`src/verilog/axi_read_arbiter.sv`:
```
`timescale 1ns/1ps

module axi_read_arbiter (
	input  logic        clk,
	input  logic        rst,
	input  logic        ic_arvalid,
	input  logic [31:0] ic_araddr,
	input  logic [7:0]  ic_arlen,
	input  logic [2:0]  ic_arsize,
	output logic        ic_arready,
	output logic        ic_rvalid,
	output logic [31:0] ic_rdata,
	output logic        ic_rlast,
	input  logic        ic_rready,
	input  logic        uc_arvalid,
	input  logic [31:0] uc_araddr,
	input  logic [7:0]  uc_arlen,
	input  logic [2:0]  uc_arsize,
	output logic        uc_arready,
	output logic        uc_rvalid,
	output logic [31:0] uc_rdata,
	output logic        uc_rlast,
	input  logic        uc_rready,
	output logic        m_arvalid,
	output logic [31:0] m_araddr,
	output logic [7:0]  m_arlen,
	output logic [2:0]  m_arsize,
	input  logic        m_arready,
	input  logic        m_rvalid,
	input  logic [31:0] m_rdata,
	input  logic        m_rlast,
	output logic        m_rready
);

	// owner and last_grant: 1 means the uncached reader
	logic busy;
	logic owner;
	logic last_grant;
	logic addr_done;
	logic grant_uc;

	// on a tie the side not granted last time wins
	assign grant_uc = uc_arvalid && (!ic_arvalid || !last_grant);

	assign m_arvalid = busy && !addr_done && (owner ? uc_arvalid : ic_arvalid);
	assign m_araddr = owner ? uc_araddr : ic_araddr;
	assign m_arlen = owner ? uc_arlen : ic_arlen;
	assign m_arsize = owner ? uc_arsize : ic_arsize;
	assign m_rready = busy && addr_done && (owner ? uc_rready : ic_rready);

	assign ic_arready = busy && !addr_done && !owner && m_arready;
	assign uc_arready = busy && !addr_done && owner && m_arready;
	assign ic_rvalid = busy && addr_done && !owner && m_rvalid;
	assign uc_rvalid = busy && addr_done && owner && m_rvalid;
	assign ic_rdata = owner ? '0 : m_rdata;
	assign uc_rdata = owner ? m_rdata : '0;
	assign ic_rlast = !owner && m_rlast;
	assign uc_rlast = owner && m_rlast;

	always_ff @(posedge clk) begin
		if (rst) begin
			busy <= 1'b0;
			owner <= 1'b0;
			last_grant <= 1'b1;
			addr_done <= 1'b0;
		end else if (!busy) begin
			if (ic_arvalid || uc_arvalid) begin
				busy <= 1'b1;
				owner <= grant_uc;
				last_grant <= grant_uc;
				addr_done <= 1'b0;
			end
		end else if (!addr_done) begin
			if (m_arvalid && m_arready) begin
				addr_done <= 1'b1;
			end
		end else if (m_rvalid && m_rready && m_rlast) begin
			// burst done, channel free
			busy <= 1'b0;
			addr_done <= 1'b0;
		end
	end

endmodule

```
`config.mk`:
```
export PLATFORM = sky130hd
export DESIGN_NAME = axi_read_arbiter
export DESIGN_NICKNAME = d
export VERILOG_FILES = /design/src/verilog/axi_read_arbiter.sv
export SDC_FILE = /design/constraint.sdc
export NUM_CORES = 1
export LEC_CHECK = 0
export BUFFER_PORTS_ARGS = -buffer_cell sky130_fd_sc_hd__buf_4
export CAP_MARGIN = 0
export CORE_AREA = 2 2 94 96
export CTS_CLUSTER_DIAMETER = 120
export DETAILED_ROUTE_END_ITERATION = 7
export DIE_AREA = 0 0 96 98
export PLACE_DENSITY = 0.53
export SYNTH_ARGS = -nofsm -noshare
export SYNTH_HDL_FRONTEND = slang
export SYNTH_SLANG_ARGS = --single-unit
```
`constraint.sdc`:
```
create_clock -name clk -period 2.33 [get_ports clk]
set_clock_uncertainty 0.05 [all_clocks]
set_input_delay 0.3495 -clock clk [delete_from_list [all_inputs] [get_ports clk]]
set_output_delay 0.3495 -clock clk [all_outputs]
set_load 0.02 [all_outputs]
```
==> run summary <==
CP Launch Type = flip-flop
DRC errors left = 0
Routed vias/inst = 3.89
Initial Util = 15.1%
Synthesized net count = 277
Lkg Pwr = 0.00169 uW
Critical path class = flip-flop to output pin
Initial antenna violation count = 0
TritonCTS clock tree = done
Number of global-route vias before repair = 1852
Critical Path Slowest Stage Cell = dfxtp_4
Die Area = 9410 um2
CORE AREA = 8470 um2
Nature of the critical path endpoint = output pin
Num CTS Buffers = 3
Crit-path max FO = 40
Global-route wire length before repair = 8890 um
Post-cts sizing count = 0
IR drop worst, VDD = 0.138 mV
# IOs = 242
Row count = 34
Vias = 1921
Gp weighted congestion = 0.707
Hold Buf Count CTS = 0
Layout cells sized above 1 = 76.2%
Die W = 96 um
Max frequency = 475 MHz
Pin count of the biggest net entering global routing = 41
Final critical-path share of the clock period = 90.4%
Clk root buf = clkbuf_8
Synth unique cells = 24
Warnings, synthesis = 0
Slowest stage delay, CP = 700 ps
Worst-path clk slew = 30 ps
Max Cap Violations = 0
Cell Pwr Density = 302 nW/um2
Port Buffers = 241
#FFs+latches synth = 4
Worst-Skew Late Latency = 220 ps
Post-DP HPWL = 5490 um
Final setup violation count = 0
Clock Tree Buf Depth = 2
Worst-Margin Slew = 550 ps
P&R area growth vs syn = 153%
Minimum clock period = 2110 ps
RSZ-0062 raised after global routing = false
Post-Syn Instances = 150
First-pass detailed-route iteration total = 4
Mapped Area = 1270 um2
N_diodes = 0
Die Y = 98 um
Final-report hold violation count = 0
Crit-path cells = buf_12 -> mux2_2 -> buf_4
Synth Area per Inst = 8.50 um2
FILL cells = 853
Mean routed wirelength per cell = 12.9 um
Slew HR = 63.3%
Total GRT Usage = 11.6%
Slew Limit Fails = 0
Sequential-to-total area share from yosys stat = 6.28%
DR iter-0 viols = 28
Max H-tree Level = 1
Setup bufs post-CTS = 0
GR Overflow Total = 0
Final nets = 514
Setup_tns = 0 ps
Worst EP required = 1930 ps
Min-Delay Path Class = input port to flip-flop
CP arrival = 1710 ps
Outcome = finished clean
Post-Route WL = 6390 um
Remaining antenna violation count = 0
Clock Sinks = 4
Power, Total = 974 uW
Final Util = 38.1%
-- registers in the layout (all words and copies together) (netlist names) --
register / cells
addr_done: 1
busy: 1
last_grant: 1
owner: 1
-- where the power goes --
part           internal, uW  switching (uW)
registers              73.3            21.0
logic                   402             322
clock network           117            38.6
total                   593             381
-- metrics by stage --
step | std cells | hold WS (ps) | worst slack [ps] | instance area [um2]
after floorplan | 150 | 372 | 753 | 1270
after global placement | 490 | 419 | 476 | 3180
after detailed placement | 490 | 439 | 452 | 3180
after CTS | 494 | 257 | 210 | 3220
after global routing | 494 | 257 | 156 | 3220
final | 494 | 260 | 223 | 3220
-- logic make-up after synthesis --
group           share of synthesized area [%]
simple gates                             39.8
flops                                    6.28
buf+inv                                  8.44
mux                                      42.5
compound gates                           2.94
-- synthesized netlist by cell type --
| cell type | instances | area, um2 |
|---|---|---|
| nor3b_1 | 2 | 15.0 |
| dfxtp_1 | 4 | 80.1 |
| nor4b_2 | 2 | 30.0 |
| nor2b_1 | 33 | 206 |
| nor2_1 | 5 | 18.8 |
| nor3_1 | 1 | 5.00 |
| nand2b_1 | 1 | 6.26 |
| a211oi_1 | 2 | 15.0 |
| clkbuf_1 | 1 | 3.75 |
| mux2_2 | 33 | 372 |
| clkbuf_4 | 1 | 7.51 |
| nand2_1 | 2 | 7.51 |
| mux2i_1 | 2 | 20.0 |
| and2_1 | 33 | 206 |
| buf_6 | 3 | 33.8 |
| o21ai_0 | 1 | 5.00 |
| mux2_4 | 10 | 150 |
| buf_2 | 7 | 35.0 |
| a32oi_1 | 1 | 8.76 |
| nand3b_1 | 1 | 7.51 |
| a211o_1 | 1 | 8.76 |
| nand3_1 | 1 | 5.00 |
| inv_1 | 2 | 7.51 |
| buf_12 | 1 | 20.0 |
-- final timing paths --
kind	slack, ps	to	depth (start not counted)	startpoint
worst max-delay path	220	m_araddr[7]	3	owner$_SDFFE_PP0P_
worst min-delay path	260	owner$_SDFFE_PP0P_	2	rst
worst max register to register	850	busy$_SDFF_PP0_	3	owner$_SDFFE_PP0P_
worst min register to register	440	last_grant$_SDFFE_PP1P_	1	last_grant$_SDFFE_PP1P_
-- layout make-up --
class,count,area [um2],area share [%]
flip-flops and latches,4,83.8,2.60
multi-input cells,131,1090,33.7
inverters,2,7.51,0.233
well taps,108,135,4.19
repair buffers,245,1860,57.8
clock buffers,4,45.0,1.40
-- worst max-delay path: cells and delay by family (launching register included) --
kind	cells	cell delay [ps]
multiplexers	1	360
buffers and inverters	2	410
flip-flops	1	700
-- placed cells by master, fill, tap and decap left out, drive strengths merged --
master	instances
a211o	1
a211oi	2
a32oi	1
and2	33
buf	245
clkbuf	4
dfxtp	4
inv	2
mux2	43
mux2i	2
nand2	2
nand2b	1
nand3	1
nand3b	1
nor2	5
nor2b	33
nor3	1
nor3b	2
nor4b	2
o21ai	1
-- layer usage --
metal | GRT usage, % | vias up | share of wire (%)
met5 | 0 | - | 0
met4 | 3.08 | 0 | 1.4
met3 | 2.16 | 9 | 9.3
met2 | 20.7 | 108 | 51
met1 | 14.1 | 830 | 38
li1 | - | 974 | -
Power figures use the tool's default switching activity.
