<file path="config.mk">
export PLATFORM = sky130hd
export DESIGN_NAME = uncached_reader
export DESIGN_NICKNAME = d
export VERILOG_FILES = /design/src/verilog/icache_pkg.sv /design/src/verilog/uncached_reader.sv
export SDC_FILE = /design/constraint.sdc
export NUM_CORES = 1
export LEC_CHECK = 0
export BUFFER_PORTS_ARGS = -buffer_cell sky130_fd_sc_hd__buf_2
export CORE_ASPECT_RATIO = 1.1
export CORE_MARGIN = 2
export CORE_UTILIZATION = 43
export DETAILED_ROUTE_END_ITERATION = 16
export PLACE_DENSITY = 0.87
export SLEW_MARGIN = 20
export SYNTH_ARGS = -nofsm -noshare
export SYNTH_HDL_FRONTEND = slang
export SYNTH_SLANG_ARGS = --single-unit
</file>
<file path="constraint.sdc">
create_clock -name clk -period 6.87 [get_ports clk]
set_input_delay 0.3435 -clock clk [delete_from_list [all_inputs] [get_ports clk]]
set_output_delay 0.3435 -clock clk [all_outputs]
set_load 0.02 [all_outputs]
</file>
<file path="src/verilog/icache_pkg.sv">
package icache_pkg;

	// cache geometry
	localparam int line_bits     = 256;
	localparam int word_bits     = 64;
	localparam int way_num       = 4;
	localparam int set_num       = 16;
	localparam int index_bits    = 4;
	localparam int line_off_bits = 5;
	localparam int word_sel_bits = 2;
	localparam int tag_bits      = 23;

	// refill burst, 8 beats of 4 bytes
	localparam logic [7:0] burst_len = 8'd7;
	localparam logic [2:0] beat_size = 3'd2;

	// icache refill FSM
	localparam logic [2:0] st_sweep  = 3'd0;
	localparam logic [2:0] st_idle   = 3'd1;
	localparam logic [2:0] st_ar     = 3'd2;
	localparam logic [2:0] st_recv   = 3'd3;
	localparam logic [2:0] st_write  = 3'd4;
	localparam logic [2:0] st_reread = 3'd5;

	// uncached reader FSM
	localparam logic [1:0] ucr_idle = 2'd0;
	localparam logic [1:0] ucr_ar   = 2'd1;
	localparam logic [1:0] ucr_r    = 2'd2;

	typedef union packed {
		logic [31:0] raw;
		struct packed {
			logic [tag_bits-1:0]      tag;
			logic [index_bits-1:0]    index;
			logic [word_sel_bits-1:0] word_sel;
			logic [2:0]               byte_off;
		} f;
	} fetch_addr_u;

	typedef struct packed {
		logic                valid;
		logic [tag_bits-1:0] tag;
	} tag_entry_t;

	typedef logic [line_bits/word_bits-1:0][word_bits-1:0] line_t;

endpackage
</file>
<file path="src/verilog/uncached_reader.sv">
`timescale 1ns/1ps

module uncached_reader (
	input  logic        clk,
	input  logic        rst,
	input  logic        ucr_req,
	input  logic [31:0] ucr_addr,
	output logic        ucr_busy,
	output logic        ucr_valid,
	output logic [31:0] ucr_rdata,
	output logic        uc_arvalid,
	output logic [31:0] uc_araddr,
	output logic [7:0]  uc_arlen,
	output logic [2:0]  uc_arsize,
	input  logic        uc_arready,
	input  logic        uc_rvalid,
	input  logic [31:0] uc_rdata,
	input  logic        uc_rlast,
	output logic        uc_rready
);

	import icache_pkg::*;

	logic [1:0]  state;
	logic [31:0] addr_q;

	assign ucr_busy = state != ucr_idle;
	assign uc_arvalid = state == ucr_ar;
	assign uc_araddr = addr_q;
	// single beat
	assign uc_arlen = '0;
	assign uc_arsize = beat_size;
	assign uc_rready = state == ucr_r;

	always_ff @(posedge clk) begin
		if (rst) begin
			state <= ucr_idle;
			ucr_valid <= 1'b0;
		end else begin
			ucr_valid <= 1'b0;
			case (state)
				ucr_idle: if (ucr_req) state <= ucr_ar;
				ucr_ar: if (uc_arready) state <= ucr_r;
				ucr_r: begin
					if (uc_rvalid && uc_rlast) begin
						ucr_valid <= 1'b1;
						state <= ucr_idle;
					end
				end
				default: state <= ucr_idle;
			endcase
		end
	end

	always_ff @(posedge clk) begin
		if ((state == ucr_idle) && ucr_req) begin
			addr_q <= {ucr_addr[31:2], 2'b00};
		end
		if ((state == ucr_r) && uc_rvalid) begin
			ucr_rdata <= uc_rdata;
		end
	end

endmodule

</file>
==> impl_results.md <==
- Status: complete, no violations
- CP Max Fanout: 19
- Net Sw Power: 0.185 mW
- Worst rel slew slack: 60.5%
- Post-DP Area: 2810 µm²
- Hold_sp: ucr_addr[22]
- Ports: 149
- Diode count: 0
- Syn Std Cell Area: 2110 µm²
- Vias: 1314
- Largest stage delay, worst path: 0.47 ns
- # setup viols final: 0
- Final nets: 306
- RSZ-0062 raised after global routing: false
- Post-DP HPWL: 3.42 mm
- Part of the power in combinational logic: 8.5%
- Worst path required time: 6.89 ns
- Cell count after synthesis: 92
- TritonCTS clock tree: done
- Total power: 0.865 mW
- CTS Buffer Depth: 2
- Clock network fraction of total power: 38.7%
- WL/cell: 14.7 µm
- Setup TNS: 0 ns
- Hold depth: 1
- Clk Tree Root Cell: clkbuf_8
- Internal power: 0.680 mW
- Die Area: 5480 µm²
- Yosys cell types: 14
- Crit path launch type: flop
- Post_cts resized: 0
- DRC Markers: 0
- CTS buffer count: 9
- Synth warn: 0
- Core footprint: 4680 µm²
- Total GRT Usage: 15.7%
- Net Sw Frac: 21.4%
- Worst path cell trace: or2_2 -> nor2_2 -> buf_4
- PortBufs: 133
- Initial core utilization: 45.0%
- Critical path type: flop to flop
- Power density over cell area: 287 nW/µm²
- Worst Hold Endpoint: uc_araddr[22]
- Post-CTS setup buffers: 0
- Final worst slack: 5.07 ns
- Worst-path clk slew: 0.07 ns
- Final Hold Fails: 0
- Clock Sinks: 65
- Filler cells: 343
- Worst skew pair latency: 0.33 ns
- Min cycle time layout: 1.80 ns
- Pre-antenna DRT Iters: 4
- Reg2reg start: state[0]
- Least-Margin Pin Slew: 0.591 ns
- Worst min path class: input pin to flop
- Final-report max-slew violation count: 0
- Flop pwr share: 52.9%
- Remaining Overflow, GRT: 0
- Vias in the first global route: 1302
- Commonest non-fill, non-tap cells in the layout: 133 x buf_2, 62 x edfxtp_1, 13 x conb_1
- Leak: 1.32 nW
- Final Cell Area: 3010 µm²
- Register area share after synthesis: 91.2%
- Final worst-path cycle share: 26.3%
- F_max: 554 MHz
- Row cnt: 26
- Worst IR drop on VDD: 190 µV
- Reg2Reg Depth: 3
- Place WS: 5.03 ns
- Routability congestion estimate from global placement: 0.728
- Antenna Nets Post-Route: 0
- Slowest cell on the critical path: nor2_2
- Most common cell after layout, fill and taps aside: buf_2
- Initial antenna violation count: 0
- Reg2Reg Setup Slack: 5.07 ns
- Max cap viols: 0
- Synthesized area per cell: 22.9 µm²
- Reg2Reg Capture Point: uc_araddr[6]
- Largest net degree at the start of global routing: 33
- Number of H-tree levels: 3
- Clk_skew: 0.00360 ns
- Share of layout cells above drive strength 1: 63.5%
- 1st-iter DRT viols: 101
- Crit path arrival time: 1.82 ns
- Area growth syn-to-layout: 43.0%
- First-pass GRT wire length: 6.26 mm
- FF+latch count, synth: 65
- Critical path capture point type: flop
- Vias per inst: 4.42
- Drt total wl: 4.35 mm
- Cts-stage hold buffer count: 0
- Die Wd: 70.8 µm
- Chip height: 77.4 µm
[synthesized netlist by cell type]
library cell  number  share of area, %
conb_1             2              0.36
or2_2              1              0.30
mux2i_1            1              0.47
nand2_1            1              0.18
dfxtp_1            3               2.8
edfxtp_1          62                88
nor3b_1            2              0.71
and2b_1            1              0.36
buf_4             13               4.6
inv_1              1              0.18
and2b_2            1              0.42
nor2_1             2              0.36
and2_1             1              0.30
a22oi_2            1              0.59
[cell type report]
cell class | count | area, µm² | area share, %
inverters | 1 | 3.75 | 0.125
clock inverters | 7 | 85.1 | 2.82
flip-flops and latches | 65 | 1920 | 63.8
well taps | 56 | 70.1 | 2.32
multi-input cells | 24 | 129 | 4.28
clock buffers | 9 | 124 | 4.11
repair buffers | 135 | 681 | 22.6
[registers in the layout (all words and copies together) (netlist names)]
signal and count:
ucr_rdata 32, state 2, ucr_valid 1, uc_araddr 30
[critical path: cells and delay by family (launching register included)]
family,cells,cell delay [ns]
AND/OR/NAND/NOR,2,0.79
buffers and inverters,1,0.37
flip-flops,1,0.33
[power groups by stage]
stage | sequential [mW] | clock [mW] | combinational, mW
global placement | 0.466 | 0 | 0.0718
CTS | 0.458 | 0.342 | 0.0744
finish | 0.458 | 0.334 | 0.0733
floorplan | 0.486 | 0 | 0.0228
global route | 0.459 | 0.354 | 0.0787
detailed placement | 0.466 | 0 | 0.0744
[per-stage QoR]
step,cells,util (%),hold slack [ns]
4_1_cts,297,64.3,0.169
3_3_place_gp,281,59.9,0.428
5_1_grt,297,64.3,0.172
3_5_place_dp,281,59.9,0.443
6_report,297,64.3,0.184
2_1_floorplan,103,-,0.416
[logic make-up (layout without fill, tap and decap cells)]
family / Yosys count / count (layout) / share of synthesized area [%]
other cells: 2 / 13 / 0.356
mux: 1 / 1 / 0.475
simple gates: 9 / 9 / 2.61
flops: 65 / 65 / 91.2
compound gates: 1 / 1 / 0.593
buf+inv: 14 / 152 / 4.81
[routing by layer]
| metal | wire [µm] | global-route usage [%] | vias to the layer above |
|---|---|---|---|
| met5 | 0 | 0 | - |
| met4 | 102 | 9.43 | 0 |
| met3 | 716 | 8.18 | 12 |
| met2 | 1950 | 24.3 | 110 |
| met1 | 1580 | 17.1 | 586 |
| li1 | - | - | 606 |
[worst max-delay path by stage]
stage,slack [ns],startpoint,endpoint,cells after the start
final,5.07,state[0],uc_araddr[6],3
after global routing,4.94,state[0],uc_araddr[25],3
after CTS,5.01,state[0],uc_araddr[6],3
after detailed placement,5.03,state[0],uc_araddr[30],3
after global placement,5.05,state[0],uc_araddr[18],3
after floorplan,4.48,state[0],uc_araddr[10],2
Note: power is estimated with default switching activity, not from simulation.
